===== src/common/bridge_defines.svh =====
`ifndef BRIDGE_DEFINES_SVH
`define BRIDGE_DEFINES_SVH

// Byte address into the AXI-lite space
`define BRIDGE_ADDR_W 32

// Memory message data and AXI data share one width
`define BRIDGE_DATA_W 32
`define BRIDGE_STRB_W 4

// Request ports in front of the arbiter
`define BRIDGE_NUM_PORTS 2

`endif


===== src/common/mem_msg_pkg.sv =====
`include "bridge_defines.svh"

package mem_msg_pkg;

  typedef enum logic [1:0] {
    e_mem_rd    = 2'b00,
    e_mem_wr    = 2'b01,
    e_mem_uc_rd = 2'b10,
    e_mem_uc_wr = 2'b11
  } mem_opcode_e;

  // Access size in bytes, log2 encoded
  typedef enum logic [1:0] {
    e_size_1 = 2'b00,
    e_size_2 = 2'b01,
    e_size_4 = 2'b10
  } mem_size_e;

  typedef enum logic {
    e_resp_ok    = 1'b0,
    e_resp_error = 1'b1
  } mem_resp_e;

  typedef struct packed {
    mem_opcode_e               opcode;
    mem_size_e                 size;
    logic [`BRIDGE_ADDR_W-1:0] addr;
  } mem_fwd_header_s;

  // Request header echoed back with the bus response
  typedef struct packed {
    mem_opcode_e               opcode;
    mem_size_e                 size;
    logic [`BRIDGE_ADDR_W-1:0] addr;
    mem_resp_e                 resp;
  } mem_rev_header_s;

endpackage


===== src/common/axil_pkg.sv =====
package axil_pkg;

  typedef enum logic [1:0] {
    e_axil_okay   = 2'b00,
    e_axil_exokay = 2'b01,
    e_axil_slverr = 2'b10,
    e_axil_decerr = 2'b11
  } axil_resp_e;

  // Single outstanding master sequence
  typedef enum logic [2:0] {
    e_st_idle,
    e_st_write_req,
    e_st_write_resp,
    e_st_read_req,
    e_st_read_resp,
    e_st_rev_out
  } axil_state_e;

endpackage


===== src/common/mem_link_if.sv =====
`timescale 1ns/100ps
`include "bridge_defines.svh"

interface mem_link_if;

  // Forward channel, request toward memory
  mem_msg_pkg::mem_fwd_header_s fwd_header;
  logic [`BRIDGE_DATA_W-1:0]    fwd_data;
  logic                         fwd_v;
  logic                         fwd_ready_and;

  // Reverse channel, response back to requester
  mem_msg_pkg::mem_rev_header_s rev_header;
  logic [`BRIDGE_DATA_W-1:0]    rev_data;
  logic                         rev_v;
  logic                         rev_ready_and;

  modport client (
    output fwd_header,
    output fwd_data,
    output fwd_v,
    input  fwd_ready_and,
    input  rev_header,
    input  rev_data,
    input  rev_v,
    output rev_ready_and
  );

  modport server (
    input  fwd_header,
    input  fwd_data,
    input  fwd_v,
    output fwd_ready_and,
    output rev_header,
    output rev_data,
    output rev_v,
    input  rev_ready_and
  );

endinterface


===== src/design/mem_port_arbiter.sv =====
`timescale 1ns/100ps
`include "bridge_defines.svh"

module mem_port_arbiter (
  input logic        clk_i,
  input logic        arst_n_i,
  mem_link_if.server port0_link,
  mem_link_if.server port1_link,
  mem_link_if.client master_link
);

  logic [`BRIDGE_NUM_PORTS-1:0] req;
  logic [`BRIDGE_NUM_PORTS-1:0] gnt;
  logic                         prio_r;
  logic                         busy_r;
  logic                         owner_r;
  logic                         fwd_fire;
  logic                         rev_fire;

  assign req = {port1_link.fwd_v, port0_link.fwd_v};

  // Round robin, only between transactions
  always_comb
  begin
    gnt = '0;
    if (!busy_r)
    begin
      if (req[prio_r])
        gnt[prio_r] = 1'b1;
      else if (req[~prio_r])
        gnt[~prio_r] = 1'b1;
    end
  end

  assign master_link.fwd_v      = |gnt;
  assign master_link.fwd_header = gnt[1] ? port1_link.fwd_header : port0_link.fwd_header;
  assign master_link.fwd_data   = gnt[1] ? port1_link.fwd_data : port0_link.fwd_data;

  assign port0_link.fwd_ready_and = gnt[0] && master_link.fwd_ready_and;
  assign port1_link.fwd_ready_and = gnt[1] && master_link.fwd_ready_and;

  // Response steered to the owner only
  assign port0_link.rev_header = master_link.rev_header;
  assign port0_link.rev_data   = master_link.rev_data;
  assign port0_link.rev_v      = master_link.rev_v && busy_r && !owner_r;
  assign port1_link.rev_header = master_link.rev_header;
  assign port1_link.rev_data   = master_link.rev_data;
  assign port1_link.rev_v      = master_link.rev_v && busy_r && owner_r;

  assign master_link.rev_ready_and = owner_r ? port1_link.rev_ready_and
                                             : port0_link.rev_ready_and;

  assign fwd_fire = master_link.fwd_v && master_link.fwd_ready_and;
  assign rev_fire = master_link.rev_v && master_link.rev_ready_and;

  always_ff @(posedge clk_i or negedge arst_n_i)
  begin
    if (!arst_n_i)
    begin
      busy_r  <= 1'b0;
      owner_r <= 1'b0;
      prio_r  <= 1'b0;
    end
    else if (fwd_fire)
    begin
      busy_r  <= 1'b1;
      owner_r <= gnt[1];
      // Other port goes first next time
      prio_r  <= ~gnt[1];
    end
    else if (rev_fire)
    begin
      busy_r  <= 1'b0;
      owner_r <= 1'b0;
    end
  end

  a_single_fwd_ready: assert property (@(posedge clk_i) disable iff (!arst_n_i)
    !(port0_link.fwd_ready_and && port1_link.fwd_ready_and));

  a_rev_needs_owner: assert property (@(posedge clk_i) disable iff (!arst_n_i)
    master_link.rev_v |-> busy_r);

endmodule


===== src/axil_master/axil_master.sv =====
`timescale 1ns/100ps
`include "bridge_defines.svh"

module axil_master (
  input  logic                      clk_i,
  input  logic                      arst_n_i,
  mem_link_if.server                req_link,

  output logic [`BRIDGE_ADDR_W-1:0] m_axil_awaddr_o,
  output logic [2:0]                m_axil_awprot_o,
  output logic                      m_axil_awvalid_o,
  input  logic                      m_axil_awready_i,

  output logic [`BRIDGE_DATA_W-1:0] m_axil_wdata_o,
  output logic [`BRIDGE_STRB_W-1:0] m_axil_wstrb_o,
  output logic                      m_axil_wvalid_o,
  input  logic                      m_axil_wready_i,

  input  logic [1:0]                m_axil_bresp_i,
  input  logic                      m_axil_bvalid_i,
  output logic                      m_axil_bready_o,

  output logic [`BRIDGE_ADDR_W-1:0] m_axil_araddr_o,
  output logic [2:0]                m_axil_arprot_o,
  output logic                      m_axil_arvalid_o,
  input  logic                      m_axil_arready_i,

  input  logic [`BRIDGE_DATA_W-1:0] m_axil_rdata_i,
  input  logic [1:0]                m_axil_rresp_i,
  input  logic                      m_axil_rvalid_i,
  output logic                      m_axil_rready_o
);

  axil_pkg::axil_state_e        state_r;
  axil_pkg::axil_state_e        state_n;
  mem_msg_pkg::mem_fwd_header_s hdr_r;
  mem_msg_pkg::mem_rev_header_s rev_hdr;
  mem_msg_pkg::mem_resp_e       resp_r;
  logic [`BRIDGE_DATA_W-1:0]    data_r;
  logic [`BRIDGE_DATA_W-1:0]    rev_data_r;
  logic [`BRIDGE_DATA_W-1:0]    wdata_rep;
  logic [`BRIDGE_DATA_W-1:0]    data_mask;
  logic [`BRIDGE_STRB_W-1:0]    size_mask;
  logic [1:0]                   byte_off;
  logic                         ready_r;
  logic                         aw_done_r;
  logic                         w_done_r;
  logic                         fwd_fire;
  logic                         is_write;
  logic                         aw_fire;
  logic                         w_fire;
  logic                         b_err;
  logic                         r_err;

  assign fwd_fire = req_link.fwd_v && ready_r;
  assign is_write = req_link.fwd_header.opcode inside
                    {mem_msg_pkg::e_mem_wr, mem_msg_pkg::e_mem_uc_wr};
  assign aw_fire  = m_axil_awvalid_o && m_axil_awready_i;
  assign w_fire   = m_axil_wvalid_o && m_axil_wready_i;

  assign b_err = (m_axil_bresp_i == axil_pkg::e_axil_slverr)
              || (m_axil_bresp_i == axil_pkg::e_axil_decerr);
  assign r_err = (m_axil_rresp_i == axil_pkg::e_axil_slverr)
              || (m_axil_rresp_i == axil_pkg::e_axil_decerr);

  always_comb
  begin
    state_n = state_r;
    case (state_r)
      axil_pkg::e_st_idle:
        if (fwd_fire)
          state_n = is_write ? axil_pkg::e_st_write_req : axil_pkg::e_st_read_req;
      // AW and W may complete in either order
      axil_pkg::e_st_write_req:
        if ((aw_done_r || aw_fire) && (w_done_r || w_fire))
          state_n = axil_pkg::e_st_write_resp;
      axil_pkg::e_st_write_resp:
        if (m_axil_bvalid_i)
          state_n = axil_pkg::e_st_rev_out;
      axil_pkg::e_st_read_req:
        if (m_axil_arready_i)
          state_n = axil_pkg::e_st_read_resp;
      axil_pkg::e_st_read_resp:
        if (m_axil_rvalid_i)
          state_n = axil_pkg::e_st_rev_out;
      axil_pkg::e_st_rev_out:
        if (req_link.rev_ready_and)
          state_n = axil_pkg::e_st_idle;
      default:
        state_n = axil_pkg::e_st_idle;
    endcase
  end

  always_ff @(posedge clk_i or negedge arst_n_i)
  begin
    if (!arst_n_i)
    begin
      state_r   <= axil_pkg::e_st_idle;
      ready_r   <= 1'b0;
      aw_done_r <= 1'b0;
      w_done_r  <= 1'b0;
    end
    else
    begin
      state_r <= state_n;
      ready_r <= (state_n == axil_pkg::e_st_idle);
      if (state_n != axil_pkg::e_st_write_req)
      begin
        aw_done_r <= 1'b0;
        w_done_r  <= 1'b0;
      end
      else
      begin
        if (aw_fire)
          aw_done_r <= 1'b1;
        if (w_fire)
          w_done_r <= 1'b1;
      end
    end
  end

  // Lane masks and write data replication per size
  assign byte_off = hdr_r.addr[1:0];

  always_comb
  begin
    case (hdr_r.size)
      mem_msg_pkg::e_size_1:
      begin
        size_mask = 4'b0001;
        data_mask = 32'h0000_00ff;
        wdata_rep = {4{data_r[7:0]}};
      end
      mem_msg_pkg::e_size_2:
      begin
        size_mask = 4'b0011;
        data_mask = 32'h0000_ffff;
        wdata_rep = {2{data_r[15:0]}};
      end
      default:
      begin
        size_mask = 4'b1111;
        data_mask = 32'hffff_ffff;
        wdata_rep = data_r;
      end
    endcase
  end

  always_ff @(posedge clk_i)
  begin
    if (fwd_fire)
    begin
      hdr_r  <= req_link.fwd_header;
      data_r <= req_link.fwd_data;
    end
    if ((state_r == axil_pkg::e_st_write_resp) && m_axil_bvalid_i)
    begin
      resp_r     <= b_err ? mem_msg_pkg::e_resp_error : mem_msg_pkg::e_resp_ok;
      rev_data_r <= '0;
    end
    if ((state_r == axil_pkg::e_st_read_resp) && m_axil_rvalid_i)
    begin
      resp_r     <= r_err ? mem_msg_pkg::e_resp_error : mem_msg_pkg::e_resp_ok;
      // Requested bytes moved down to lane 0
      rev_data_r <= (m_axil_rdata_i >> {byte_off, 3'b000}) & data_mask;
    end
  end

  assign m_axil_awaddr_o  = hdr_r.addr;
  assign m_axil_awprot_o  = 3'b000;
  assign m_axil_awvalid_o = (state_r == axil_pkg::e_st_write_req) && !aw_done_r;
  assign m_axil_wdata_o   = wdata_rep;
  assign m_axil_wstrb_o   = size_mask << byte_off;
  assign m_axil_wvalid_o  = (state_r == axil_pkg::e_st_write_req) && !w_done_r;
  assign m_axil_bready_o  = (state_r == axil_pkg::e_st_write_resp);
  assign m_axil_araddr_o  = hdr_r.addr;
  assign m_axil_arprot_o  = 3'b000;
  assign m_axil_arvalid_o = (state_r == axil_pkg::e_st_read_req);
  assign m_axil_rready_o  = (state_r == axil_pkg::e_st_read_resp);

  always_comb
  begin
    rev_hdr.opcode = hdr_r.opcode;
    rev_hdr.size   = hdr_r.size;
    rev_hdr.addr   = hdr_r.addr;
    rev_hdr.resp   = resp_r;
  end

  assign req_link.fwd_ready_and = ready_r;
  assign req_link.rev_header    = rev_hdr;
  assign req_link.rev_data      = rev_data_r;
  assign req_link.rev_v         = (state_r == axil_pkg::e_st_rev_out);

  a_awaddr_stable: assert property (@(posedge clk_i) disable iff (!arst_n_i)
    (m_axil_awvalid_o && !m_axil_awready_i)
      |=> (m_axil_awvalid_o && $stable(m_axil_awaddr_o)));

  // New request only with the bus and reverse channel quiet
  a_one_in_flight: assert property (@(posedge clk_i) disable iff (!arst_n_i)
    req_link.fwd_ready_and |-> !(m_axil_awvalid_o || m_axil_wvalid_o
      || m_axil_arvalid_o || m_axil_bready_o || m_axil_rready_o || req_link.rev_v));

endmodule


===== src/design/axil_bridge_top.sv =====
`timescale 1ns/100ps
`include "bridge_defines.svh"

module axil_bridge_top (
  input  logic                         clk_i,
  input  logic                         arst_n_i,

  input  mem_msg_pkg::mem_fwd_header_s p0_fwd_header_i,
  input  logic [`BRIDGE_DATA_W-1:0]    p0_fwd_data_i,
  input  logic                         p0_fwd_v_i,
  output logic                         p0_fwd_ready_and_o,
  output mem_msg_pkg::mem_rev_header_s p0_rev_header_o,
  output logic [`BRIDGE_DATA_W-1:0]    p0_rev_data_o,
  output logic                         p0_rev_v_o,
  input  logic                         p0_rev_ready_and_i,

  input  mem_msg_pkg::mem_fwd_header_s p1_fwd_header_i,
  input  logic [`BRIDGE_DATA_W-1:0]    p1_fwd_data_i,
  input  logic                         p1_fwd_v_i,
  output logic                         p1_fwd_ready_and_o,
  output mem_msg_pkg::mem_rev_header_s p1_rev_header_o,
  output logic [`BRIDGE_DATA_W-1:0]    p1_rev_data_o,
  output logic                         p1_rev_v_o,
  input  logic                         p1_rev_ready_and_i,

  output logic [`BRIDGE_ADDR_W-1:0]    m_axil_awaddr_o,
  output logic [2:0]                   m_axil_awprot_o,
  output logic                         m_axil_awvalid_o,
  input  logic                         m_axil_awready_i,
  output logic [`BRIDGE_DATA_W-1:0]    m_axil_wdata_o,
  output logic [`BRIDGE_STRB_W-1:0]    m_axil_wstrb_o,
  output logic                         m_axil_wvalid_o,
  input  logic                         m_axil_wready_i,
  input  logic [1:0]                   m_axil_bresp_i,
  input  logic                         m_axil_bvalid_i,
  output logic                         m_axil_bready_o,
  output logic [`BRIDGE_ADDR_W-1:0]    m_axil_araddr_o,
  output logic [2:0]                   m_axil_arprot_o,
  output logic                         m_axil_arvalid_o,
  input  logic                         m_axil_arready_i,
  input  logic [`BRIDGE_DATA_W-1:0]    m_axil_rdata_i,
  input  logic [1:0]                   m_axil_rresp_i,
  input  logic                         m_axil_rvalid_i,
  output logic                         m_axil_rready_o
);

  mem_link_if p0_link ();
  mem_link_if p1_link ();
  mem_link_if mst_link ();

  // Port 0 client side
  assign p0_link.fwd_header    = p0_fwd_header_i;
  assign p0_link.fwd_data      = p0_fwd_data_i;
  assign p0_link.fwd_v         = p0_fwd_v_i;
  assign p0_link.rev_ready_and = p0_rev_ready_and_i;
  assign p0_fwd_ready_and_o    = p0_link.fwd_ready_and;
  assign p0_rev_header_o       = p0_link.rev_header;
  assign p0_rev_data_o         = p0_link.rev_data;
  assign p0_rev_v_o            = p0_link.rev_v;

  // Port 1 client side
  assign p1_link.fwd_header    = p1_fwd_header_i;
  assign p1_link.fwd_data      = p1_fwd_data_i;
  assign p1_link.fwd_v         = p1_fwd_v_i;
  assign p1_link.rev_ready_and = p1_rev_ready_and_i;
  assign p1_fwd_ready_and_o    = p1_link.fwd_ready_and;
  assign p1_rev_header_o       = p1_link.rev_header;
  assign p1_rev_data_o         = p1_link.rev_data;
  assign p1_rev_v_o            = p1_link.rev_v;

  mem_port_arbiter mem_port_arbiter_i (
    .clk_i       (clk_i),
    .arst_n_i    (arst_n_i),
    .port0_link  (p0_link),
    .port1_link  (p1_link),
    .master_link (mst_link)
  );

  axil_master axil_master_i (
    .req_link (mst_link),
    .*
  );

endmodule


===== config.mk =====
export PLATFORM = sky130hd
export DESIGN_NAME = axil_bridge_top
export DESIGN_NICKNAME = d
export VERILOG_FILES = /design/src/common/mem_msg_pkg.sv /design/src/common/axil_pkg.sv /design/src/common/mem_link_if.sv /design/src/design/mem_port_arbiter.sv /design/src/axil_master/axil_master.sv /design/src/design/axil_bridge_top.sv
export VERILOG_INCLUDE_DIRS = /design/src /design/src/common
export SDC_FILE = /design/constraint.sdc
export NUM_CORES = 1
export LEC_CHECK = 0
export BUFFER_PORTS_ARGS = -buffer_cell sky130_fd_sc_hd__buf_2
export CAP_MARGIN = 20
export CORE_AREA = 3 3 167 169
export CTS_CLUSTER_DIAMETER = 80
export CTS_CLUSTER_SIZE = 30
export DETAILED_ROUTE_END_ITERATION = 10
export DIE_AREA = 0 0 170 172
export PLACE_DENSITY = 0.67
export SLEW_MARGIN = 25
export SYNTH_ARGS = -nofsm -noshare
export SYNTH_HDL_FRONTEND = slang
export SYNTH_HIERARCHICAL = 1
export SYNTH_SLANG_ARGS = --single-unit

===== constraint.sdc =====
create_clock -name clk_i -period 3.6 [get_ports clk_i]
set_input_delay 0.36 -clock clk_i [delete_from_list [all_inputs] [get_ports clk_i]]
set_output_delay 0.36 -clock clk_i [all_outputs]
set_load 0.05 [all_outputs]

### Yosys cells after proc, flatten, opt, wreduce, memory -nomap -nowiden

Cells that the tools add are included.

| word-level totals | value |
|---|---|
| register bits | 110 |
| output and inout bits | 253 |
| logic and storage cells | 105 |

| cells by class | value |
|---|---|
| magnitude comparators | 4 |
| equality and inequality tests | 13 |
| shift-type cells | 2 |
| mux-type cells | 38 |
| bitwise logic cells | 3 |
| reduce and logical (&&, ||, !) cells | 32 |

Operators by type and width:

| cell | number |
|---|---|
| $pmux W32 S2 | 2 |
| $mux W32 | 3 |
| $mux W36 | 1 |
| $and A32 B32 Y32 | 1 |
| $shr A32 B5 Y32 | 1 |
| $mux W1 | 18 |
| $mux W3 | 6 |
| $pmux W3 S6 | 1 |
| $logic_and A1 B1 Y1 | 16 |
| $eq A2 B2 Y1 const B | 5 |
| $reduce_bool A2 Y1 | 5 |
| $mux W2 | 4 |
| $pmux W4 S2 | 1 |
| $eq A3 B2 Y1 const B | 2 |
| $eq A3 B3 Y1 const B | 2 |
| $logic_not A3 Y1 | 2 |
| $eq A2 B1 Y1 const B | 2 |
| $logic_or A1 B1 Y1 | 4 |
| $lt A1 B2 Y1 const B | 2 |
| $shl A4 B2 Y4 | 1 |
| $eq A3 B1 Y1 const B | 1 |
| $logic_not A1 Y1 | 3 |
| $ne A3 B1 Y1 const B | 1 |
| $demux W1 S1 | 2 |
| other kinds (4) | 6 |

### Longest topological paths before layout

Gate-level depths: netlist (run 1).

| depth | value |
|---|---|
| word-level depth | 16 |
| mapped depth | 8 |
| gate-level depth less buffers | 7 |

### Modules after synthesis

Netlist (run 1), hierarchy kept.

Modules (own cells, without submodules):

| module | instances | cells an instance | area an instance (sq um) | seq. area each (sq um) |
|---|---|---|---|---|
| axil_master | 1 | 376 | 5091.1 | 3183.1 |
| mem_port_arbiter | 1 | 237 | 2333.5 | 75.1 |

### Least setup slack after synthesis (run 1)

OpenSTA, ideal clock, no wires.

| timing | value |
|---|---|
| path type | register to register |
| from | reg mem_port_arbiter_i.busy_r |
| to | reg axil_master_i.aw_done_r |
| setup time | 141 ps |
| arrival time | 2728 ps |
| setup slack | 731 ps |
| stages on the path, launching flop included | 6 |
| path buffers | 0 |
| clock period less this slack | 2869 ps |
| cell sequence | dfrtp_1 -> nor2_1 -> and2_1 -> a32oi_1 -> o21ai_2 -> nor4_1 |

RTL lines:

| element | line | text |
|---|---|---|
| start: declaration | mem_port_arbiter.sv:15 | `logic busy_r;` |
| start signal: assignment | mem_port_arbiter.sv:60 | `busy_r <= 1'b0;` |
| start signal: assignment | mem_port_arbiter.sv:66 | `busy_r <= 1'b1;` |
| start signal: assignment | mem_port_arbiter.sv:73 | `busy_r <= 1'b0;` |
| $mux W2 * | mem_port_arbiter.sv:26 | `if (!busy_r)` |
| $reduce_or A2 Y1 * | mem_port_arbiter.sv:35 | `assign master_link.fwd_v = \|gnt;` |
| named net mst_link.fwd_v | mem_link_if.sv:9 | `logic fwd_v;` |
| $logic_and A1 B1 Y1 * | axil_master.sv:55 | `assign fwd_fire = req_link.fwd_v && ready_r;` |
| named net axil_master_i.fwd_fire | axil_master.sv:48 | `logic fwd_fire;` |
| $mux W3 * | axil_master.sv:71 | `if (fwd_fire)` |
| $pmux W3 S6 * | axil_master.sv:69 | `case (state_r)` |
| named net axil_master_i.state_n[1] | axil_master.sv:35 | `axil_pkg::axil_state_e state_n;` |
| $ne A3 B1 Y1 * | axil_master.sv:107 | `if (state_n != axil_pkg::e_st_write_req)` |
| $mux W1 or $reduce_bool A2 Y1 (tied branches) | n/a |  |
| end signal: assignment | axil_master.sv:100 | `aw_done_r <= 1'b0;` |
| end signal: assignment | axil_master.sv:109 | `aw_done_r <= 1'b0;` |
| end signal: assignment | axil_master.sv:115 | `aw_done_r <= 1'b1;` |
| end: declaration | axil_master.sv:46 | `logic aw_done_r;` |

Mark *: on every way through the listed nets, which the timed path passes. The rest lies on a longest branch.
A chain may end at the register's enable or synchronous reset.

### Final worst setup path (run 1)

| timing | value |
|---|---|
| from | reg axil_master_i.hdr_r, in the netlist axil_master_i/m_axil_araddr_o[0] |
| to | out m_axil_wstrb_o[0] |

| on the way | value |
|---|---|
| cells in the longest elaborated chain, start to end | 1 |

Ends and longest elaborated chain:

| element | line | text |
|---|---|---|
| start: declaration | axil_master.sv:36 | `mem_msg_pkg::mem_fwd_header_s hdr_r;` |
| start signal: assignment | axil_master.sv:153 | `hdr_r <= req_link.fwd_header;` |
| $shl A4 B2 Y4 | axil_master.sv:173 | `assign m_axil_wstrb_o = size_mask << byte_off;` |
| end: declaration | axil_bridge_top.sv:31 | `` output logic [`BRIDGE_STRB_W-1:0] m_axil_wstrb_o, `` |

Every way passes these cells.

==> results of run 1 <==
## state kept, by name, summed over array words and instances (netlist names), 3 cells and up
signal and cells:
axil_master_i/data_r 32, axil_master_i/m_axil_araddr_o 32, axil_master_i/req_link.rev_data 32, axil_master_i/req_link.rev_header 4
axil_master_i/state_r 3
## metal layers
layer | track usage, % | vias to the layer above
li1 | - | 2332
met1 | 16.03 | 2353
met2 | 22.51 | 232
met3 | 2.812 | 16
met4 | 3.351 | 0
met5 | 0 | -
## synthesized netlist by cell type (2+ instances only)
| cell type | number |
|---|---|
| nor3_1 | 2 |
| and2_1 | 10 |
| edfxtp_1 | 101 |
| nor4_1 | 2 |
| o21ai_0 | 10 |
| nor2_1 | 35 |
| mux2_4 | 68 |
| mux2_2 | 17 |
| a21oi_1 | 13 |
| buf_6 | 8 |
| clkbuf_1 | 6 |
| nor2b_1 | 13 |
| mux2i_1 | 25 |
| nand2_1 | 16 |
| buf_2 | 7 |
| buf_4 | 218 |
| a211oi_1 | 17 |
| buf_1 | 2 |
| dfrtp_1 | 9 |
| nand2b_1 | 3 |
## cells by family (layout without fill, tap and decap cells)
kind of cell / after synthesis / in the layout / synth area share, %
compound gates: 50 / 50 / 4.634
mux: 111 / 111 / 19.85
flops: 110 / 110 / 43.88
simple gates: 98 / 98 / 7.348
buf+inv: 243 / 453 / 24.23
other cells: 1 / 7 / 0.05051
## through the flow
stage          hold WS, ps  util [%]  worst slack (ps)  cell area [µm²]  total power [W]
2_1_floorplan        64.41         -             730.8             7443         0.004910
3_3_place_gp         218.8     31.02              1441             8290         0.005143
3_5_place_dp         221.4     31.02              1398             8290         0.005175
4_1_cts              253.7     32.13              1178             8587         0.006209
5_1_grt              278.7     32.13              1089             8587         0.006416
6_report             272.8     32.14              1260             8589         0.006133
## worst paths after layout
path                                                 endpoint                              from  cells past startpoint  slack, ps
setup / recovery                            m_axil_wstrb_o[0]  axil_master_i/m_axil_araddr_o[0]                      3       1260
hold / removal                      mem_port_arbiter_i/prio_r                        p1_fwd_v_i                      2        270
setup reg to reg           axil_master_i/req_link.rev_data[4]  axil_master_i/m_axil_araddr_o[0]                      4       1420
hold reg to reg                     mem_port_arbiter_i/prio_r         mem_port_arbiter_i/prio_r                      1        530
max in group asynchronous             axil_master_i/aw_done_r                          arst_n_i                      2       3030
min in group asynchronous          mem_port_arbiter_i/owner_r                          arst_n_i                      2        380
## power groups by stage
stage | clock network, W | registers (W) | logic [W]
finish | 0.00101 | 0.00194 | 0.00318
global route | 0.00110 | 0.00198 | 0.00333
CTS | 0.00106 | 0.00194 | 0.00321
detailed placement | 0 | 0.00197 | 0.00320
global placement | 0 | 0.00196 | 0.00319
floorplan | 0 | 0.00206 | 0.00285
## what timing repair did
action,4_1_cts,5_1_grt
hold endpoints to repair,9,0
gates resized for setup,0,0
hold buffers,1,0
setup endpoints to repair,0,0
## area by class of cell
type                            instances  area, µm²  share of cell area (%)
Tap cell                              341      426.7                   4.967
Inverter                                2      7.507                 0.08740
Clock buffer                            9      225.2                   2.622
Sequential cell                       110       3258                   37.93
Clock inverter                          7      61.31                  0.7138
Timing Repair Buffer                  435       2212                   25.75
Multi-Input combinational cell        265       2396                   27.90
Antenna cell                            1      2.502                 0.02913
==> flow_metrics.env, run 1 <==
export IMPL_drt_iter0_markers=263
export IMPL_synth_avg_cell_area_um2=12.11
export IMPL_p_sw_share_pct=50.98
export IMPL_path_class="reg -> out"
export IMPL_max_stage_delay_ps=900
export IMPL_drc=0
export IMPL_cp_top_family="flip-flops"
export IMPL_synth_seq_cells=110
export IMPL_finalSetupViolations=0
export IMPL_via_count=4933
export IMPL_relSlewSlack_pct=35.21
export IMPL_highest_signal_layer="met4"
export IMPL_numCtsBuffers=9
export IMPL_drtAntennaViolNets=0
export IMPL_grt_max_degree=66
export IMPL_die_h_um=172
export IMPL_grt_pass1_vias=4758
export IMPL_async_flop_share_pct=8.182
export IMPL_syn_area_mm2=0.007425
export IMPL_dieWidth_um=170
export IMPL_hp_class="in -> reg"
export IMPL_finalClockSkew_ps=19.05
export IMPL_path_clk_slew_ps=80
export IMPL_via_per_inst=4.216
export IMPL_comb_power_share_pct=51.8
export IMPL_start_kind="register"
export IMPL_cp_buffers_inverters=2
export IMPL_path_max_fanout=23
export IMPL_endpoint_kind="output port"
export IMPL_grt_pass1_wl_um=28370
export IMPL_nNetsFinal=1006
export IMPL_drv_slew=0
export IMPL_root_buffer="clkbuf_16"
export IMPL_core_mm2=0.02673
export IMPL_detailed_place_hpwl_um=16090
export IMPL_cap_violations=0
export IMPL_p_seq_share_pct=31.6
export IMPL_place_gp_congestion=0.8769
export IMPL_cts_tree="done"
export IMPL_io_pins=436
export IMPL_drive_above_1_share_pct=66.55
export IMPL_rsz0062_at_grt="false"
export IMPL_dpl_cell_count=1152
export IMPL_antenna_found_initial=0
export IMPL_synth_seq_area_share_pct=43.88
export IMPL_pwr_share_clk_pct=16.5
export IMPL_status="completed"
export IMPL_dr_pass1_iters=4
export IMPL_wl_met1_um=8402
export IMPL_placementRows=60
export IMPL_synth_edf_count=101
export IMPL_crit_chain="buf_4, nor2_1, buf_2"
export IMPL_dieArea_mm2=0.02924
export IMPL_initial_core_util_pct=27.78
export IMPL_synth_distinct_cells=51
export IMPL_slowest_stage="edfxtp_1"
export IMPL_powerDensity_mw_per_mm2=714.0
export IMPL_ys_warnings_count=6
export IMPL_fin_crit_sh_pct=65.01
export IMPL_synth_area_leader_cell="edfxtp_1"
export IMPL_synthCells=613
export IMPL_hold_violations=0
export IMPL_track_usage_pct=12.81
export IMPL_post_drt_wl_per_cell_um=17.19
export IMPL_final_common_cell="buf_2"
export IMPL_p_int_w=0.003007
export IMPL_fill_cells=2757
export IMPL_dominantRegCellSynth="edfxtp_1"
export IMPL_fmax_ghz=0.4273
export IMPL_tightest_slew_ps=969.5
export IMPL_io_buffers=427
export IMPL_post_route_min_period_ps=2340
export IMPL_h_tree_depth=3
export IMPL_p_leak_nw=4.124
export IMPL_crit_arrival_ps=1980
export IMPL_clk_latency_ps=360
export IMPL_instances_no_fill=1170
export IMPL_synth_top_area_share_pct=40.85
export IMPL_cts_setup_buffers=0
export IMPL_cts_sinks=110
export IMPL_wl_met2_um=10150
export IMPL_overflow=0
export IMPL_ir_worst_vdd_mv=0.2938
export IMPL_synth_area_leaders="edfxtp_1 (41%), buf_4 (22%), mux2_4 (14%)"
export IMPL_clockBufferDepth=2
export IMPL_power_switching_w=0.003126
export IMPL_worst_ep_required_time_ps=3240
export IMPL_area_growth_pct=15.69
export IMPL_finalWirelength_um=20110
export IMPL_wl_met3_um=1290
export IMPL_final_cell_mix="buf_2 (427), edfxtp_1 (101), mux2_4 (68)"
export IMPL_setup_tns_ps=0
(Power assumes the default switching activity.)
==> inputs of run 2 (changes only) <==
==> constraint.sdc (replaced) <==
create_clock -name clk_i -period 2.2 [get_ports clk_i]
set_input_delay 0.22 -clock clk_i [delete_from_list [all_inputs] [get_ports clk_i]]
set_output_delay 0.22 -clock clk_i [all_outputs]
set_load 0.05 [all_outputs]
==> flow_metrics.env, run 2 (synthesis results as in run 1) <==
export IMPL_grt_pass1_vias=4972
export IMPL_initial_core_util_pct=27.78
export IMPL_rr_startpoint="axil_master_i/state_r[1]"
export IMPL_rrSetupSlack_ps=400
export IMPL_io_pins=436
export IMPL_grt_max_degree=42
export IMPL_via_per_inst=4.190
export IMPL_overflow=0
export IMPL_ir_worst_vdd_mv=0.4816
export IMPL_track_usage_pct=13.08
export IMPL_die_h_um=172
export IMPL_timing_final_ws_setup_ps=168.7
export IMPL_core_mm2=0.02673
export IMPL_numCtsBuffers=9
export IMPL_path_clk_slew_ps=80
export IMPL_place_gp_congestion=0.8818
export IMPL_finalClockSkew_ps=8.632
export IMPL_crit_arrival_ps=1810
export IMPL_wl_met1_um=8194
export IMPL_finalWirelength_um=20290
export IMPL_worstHoldStart="p1_fwd_v_i"
export IMPL_wl_met2_um=10330
export IMPL_fmax_ghz=0.4923
export IMPL_cts_setup_buffers=0
export IMPL_dr_pass1_iters=4
export IMPL_drt_iter0_markers=202
export IMPL_hold_violations=0
export IMPL_final_cell_mix="buf_2 (427), edfxtp_1 (101), mux2_4 (68)"
export IMPL_fin_util_pct=32.90
export IMPL_cts_resized=0
export IMPL_rsz0062_at_grt="false"
export IMPL_highest_signal_layer="met4"
export IMPL_dieWidth_um=170
export IMPL_dp_slack_ps=383.9
export IMPL_path_max_fanout=10
export IMPL_worst_ep_required_time_ps=1980
export IMPL_clockBufferDepth=2
export IMPL_detailed_place_hpwl_um=16550
export IMPL_grt_pass1_wl_um=29010
export IMPL_post_drt_wl_per_cell_um=17.11
export IMPL_relSlewSlack_pct=59.71
export IMPL_diodes=0
export IMPL_tightest_slew_ps=603.1
export IMPL_cts_tree="done"
export IMPL_area_growth_pct=18.44
export IMPL_via_count=4969
export IMPL_drc=0
export IMPL_antenna_found_initial=0
export IMPL_drive_above_1_share_pct=67.46
export IMPL_wl_met3_um=1562
export IMPL_drtAntennaViolNets=0
export IMPL_root_buffer="clkbuf_16"
export IMPL_hp_class="in -> reg"
export IMPL_h_tree_depth=3
export IMPL_cap_violations=0
export IMPL_endpoint_kind="output port"
export IMPL_fin_crit_sh_pct=92.33
export IMPL_post_route_min_period_ps=2031
export IMPL_dieArea_mm2=0.02924
export IMPL_placementRows=60
export IMPL_nNetsFinal=1023
export IMPL_drv_slew=0
export IMPL_path_class="reg -> out"
export IMPL_cts_sinks=110
export IMPL_finalSetupViolations=0
export IMPL_clk_latency_ps=350
export IMPL_powerDensity_mw_per_mm2=1157
export IMPL_io_buffers=427
export IMPL_status="completed"
export IMPL_final_common_cell="buf_2"
export IMPL_start_kind="register"
export IMPL_critPathLaunch="axil_master_i/state_r[2]"
export IMPL_p_leak_nw=4.226
==> run 2: worst max-delay path: stages, from the launching register on <==
cell and delay [ps]:
dfrtp_1 520, nor2b_2 300, and2_1 210, nand2_1 60, nor2_1 100, buf_2 270
==> run 2: path summary, 6_finish.rpt <==
check | end | cells past startpoint
worst max register to register | axil_master_i/req_link.rev_data[26] | 4
max in group asynchronous | axil_master_i/w_done_r | 2
min in group asynchronous | mem_port_arbiter_i/prio_r | 2
worst min register to register | mem_port_arbiter_i/prio_r | 1
worst min-delay path | mem_port_arbiter_i/prio_r | 2
worst max-delay path | p0_rev_v_o | 5
==> run 2: area by class of cell <==
| cell class | count | area [µm²] |
|---|---|---|
| fillers | 2743 | 17930 |
| flip-flops and latches | 110 | 3258 |
| repair buffers | 452 | 2415 |
| multi-input cells | 265 | 2400 |
| well taps | 341 | 426.7 |
| clock buffers | 9 | 225.2 |
| clock inverters | 7 | 61.31 |
| inverters | 2 | 7.507 |
==> run 2: per-stage QoR <==
| stage | setup TNS, ps | hold slack [ps] | cells | power [W] | area [µm²] |
|---|---|---|---|---|---|
| after detailed placement | 0 | 89.80 | 1169 | 0.008614 | 8497 |
| after global routing | 0 | 131.2 | 1186 | 0.01064 | 8793 |
| after global placement | 0 | 84.18 | 1169 | 0.008573 | 8497 |
| after CTS | 0 | 104.4 | 1186 | 0.01033 | 8793 |
| final | 0 | 129.5 | 1186 | 0.01018 | 8793 |
| after floorplan | -3.900 | -75.59 | 618 | 0.008030 | 7451 |
==> run 2: repair_timing <==
action | CTS | global route
setup endpoints to repair | 0 | 0
endpoints found under the hold margin | 9 | 0
hold buffers | 1 | 0
==> run 2: layer usage <==
metal | global-route usage, % | up-vias
met4 | 2.892 | 0
met2 | 23.59 | 247
met1 | 16.17 | 2338
met5 | 0 | -
met3 | 2.721 | 12
li1 | - | 2372
==> run 2: where the power goes <==
part	total (W)	internal (W)	switching, W
logic	0.00541	0.00144	0.00397
clock network	0.00165	0.000798	0.000847
registers	0.00312	0.00279	0.000329
total	0.0102	0.00503	0.00515
==> inputs of run 3 (changes only) <==
==> constraint.sdc (replaced) <==
create_clock -name clk_i -period 2.2 [get_ports clk_i]
set_input_delay 0.11 -clock clk_i [delete_from_list [all_inputs] [get_ports clk_i]]
set_output_delay 0.11 -clock clk_i [all_outputs]
set_load 0.05 [all_outputs]
==> flow_metrics.env, run 3 (synthesis results as in run 1) <==
export IMPL_cts_sinks=110
export IMPL_setup_tns_ps=0
export IMPL_fmax_ghz=0.5024
export IMPL_antenna_found_initial=0
export IMPL_io_buffers=427
export IMPL_ir_worst_vdd_mv=0.5043
export IMPL_grt_pass1_wl_um=28950
export IMPL_finalClockSkew_ps=11.87
export IMPL_initial_core_util_pct=27.78
export IMPL_hp_class="in -> reg"
export IMPL_detailed_place_hpwl_um=16440
export IMPL_drv_slew=0
export IMPL_path_clk_slew_ps=80
export IMPL_finalWirelength_um=20360
export IMPL_start_kind="register"
export IMPL_grt_max_degree=47
export IMPL_dr_pass1_iters=4
export IMPL_die_h_um=172
export IMPL_final_common_cell="buf_2"
export IMPL_multi_input_area_mm2=0.002400
export IMPL_cp_buffers_inverters=2
export IMPL_path_max_fanout=8
export IMPL_clk_latency_ps=360
export IMPL_slowest_stage="edfxtp_1"
export IMPL_p_int_w=0.005017
export IMPL_dieArea_mm2=0.02924
export IMPL_via_per_inst=4.248
export IMPL_crit_arrival_ps=1880
export IMPL_track_usage_pct=13.02
export IMPL_via_count=5021
export IMPL_io_pins=436
export IMPL_diodes=0
export IMPL_placementRows=60
export IMPL_finalSetupViolations=0
export IMPL_holdWs_ps=45.21
export IMPL_fin_crit_sh_pct=90.48
export IMPL_area_growth_pct=17.85
export IMPL_comb_power_share_pct=52.5
export IMPL_tightest_slew_ps=580.8
export IMPL_place_gp_congestion=0.8874
export IMPL_post_route_min_period_ps=1991
export IMPL_hold_violations=0
export IMPL_crit_chain="nor2_2, buf_4, mux2_2, buf_2"
export IMPL_core_mm2=0.02673
export IMPL_cp_top_family="flip-flops"
export IMPL_p_total_w=0.01020
export IMPL_numCtsBuffers=9
export IMPL_fill_cells=2709
export IMPL_nNetsFinal=1019
export IMPL_clockBufferDepth=2
export IMPL_final_cell_area_mm2=0.008750
export IMPL_status="completed"
export IMPL_post_drt_wl_per_cell_um=17.22
export IMPL_h_tree_depth=3
export IMPL_grt_pass1_vias=4942
export IMPL_powerDensity_mw_per_mm2=1166
export IMPL_cap_violations=0
export IMPL_final_cell_mix="buf_2 (427), edfxtp_1 (101), mux2_4 (68)"
export IMPL_pwr_share_clk_pct=16.8
export IMPL_endpoint_kind="output port"
export IMPL_drtAntennaViolNets=0
export IMPL_root_buffer="clkbuf_16"
export IMPL_drc=0
export IMPL_rsz0062_at_grt="false"
export IMPL_power_switching_w=0.005187
export IMPL_regArea_mm2=0.003258
export IMPL_p_leak_nw=4.202
export IMPL_relSlewSlack_pct=60.87
export IMPL_cts_tree="done"
export IMPL_dieWidth_um=170
export IMPL_drt_iter0_markers=195
export IMPL_cts_setup_buffers=0
export IMPL_p_sw_share_pct=50.83
export IMPL_path_class="reg -> out"
export IMPL_overflow=0
export IMPL_drive_above_1_share_pct=67.18
export IMPL_worst_ep_required_time_ps=2090
export IMPL_max_stage_delay_ps=530
export IMPL_p_seq_share_pct=30.7
export IMPL_dpl_instance_area_mm2=0.008422
[run 3: cell type report]
type,instances,area share (%)
Multi-Input combinational cell,265,27.43
Timing Repair Buffer,448,26.86
Sequential cell,110,37.24
Clock buffer,9,2.574
Inverter,2,0.08580
Tap cell,341,4.876
Clock inverter,7,0.9438
[run 3: routing by layer]
metal | global-route usage (%) | share of wire [%]
met5 | 0 | 0
met4 | 2.892 | 0.94
met3 | 2.492 | 6.1
met2 | 23.70 | 52
met1 | 16.04 | 41
[run 3: repair_timing]
item / CTS / global route
resized for setup: 0 / 0
endpoints found under the hold margin: 10 / 0
setup endpoints to repair: 0 / 0
hold buffers: 2 / 0
[run 3: final timing paths]
check	slack, ps	startpoint	depth (start not counted)	to
max	210	axil_master_i/req_link.rev_header[34]	4	m_axil_wdata_o[10]
min	50	m_axil_rresp_i[1]	2	axil_master_i/resp_r
max reg2reg	370	axil_master_i/state_r[1]	4	axil_master_i/req_link.rev_data[29]
min reg2reg	510	mem_port_arbiter_i/prio_r	1	mem_port_arbiter_i/prio_r
max in group asynchronous	1870	arst_n_i	2	axil_master_i/state_r[0]
min in group asynchronous	150	arst_n_i	2	mem_port_arbiter_i/prio_r
[run 3: through the flow]
stage	worst slack (ps)	utilization, %	cells
after floorplan	106.1	-	618
after global placement	431.0	31.51	1164
after detailed placement	381.3	31.51	1164
after CTS	153.0	32.74	1182
after global routing	118.5	32.74	1182
final	209.4	32.74	1182
[run 3: power by group through the flow]
stage / Clock [W] / Combinational (W) / Sequential, W
finish: 0.00171 / 0.00536 / 0.00313
global route: 0.00185 / 0.00562 / 0.00319
CTS: 0.00179 / 0.00540 / 0.00314
detailed placement: 0 / 0.00539 / 0.00318
global placement: 0 / 0.00536 / 0.00316
floorplan: 0 / 0.00467 / 0.00336
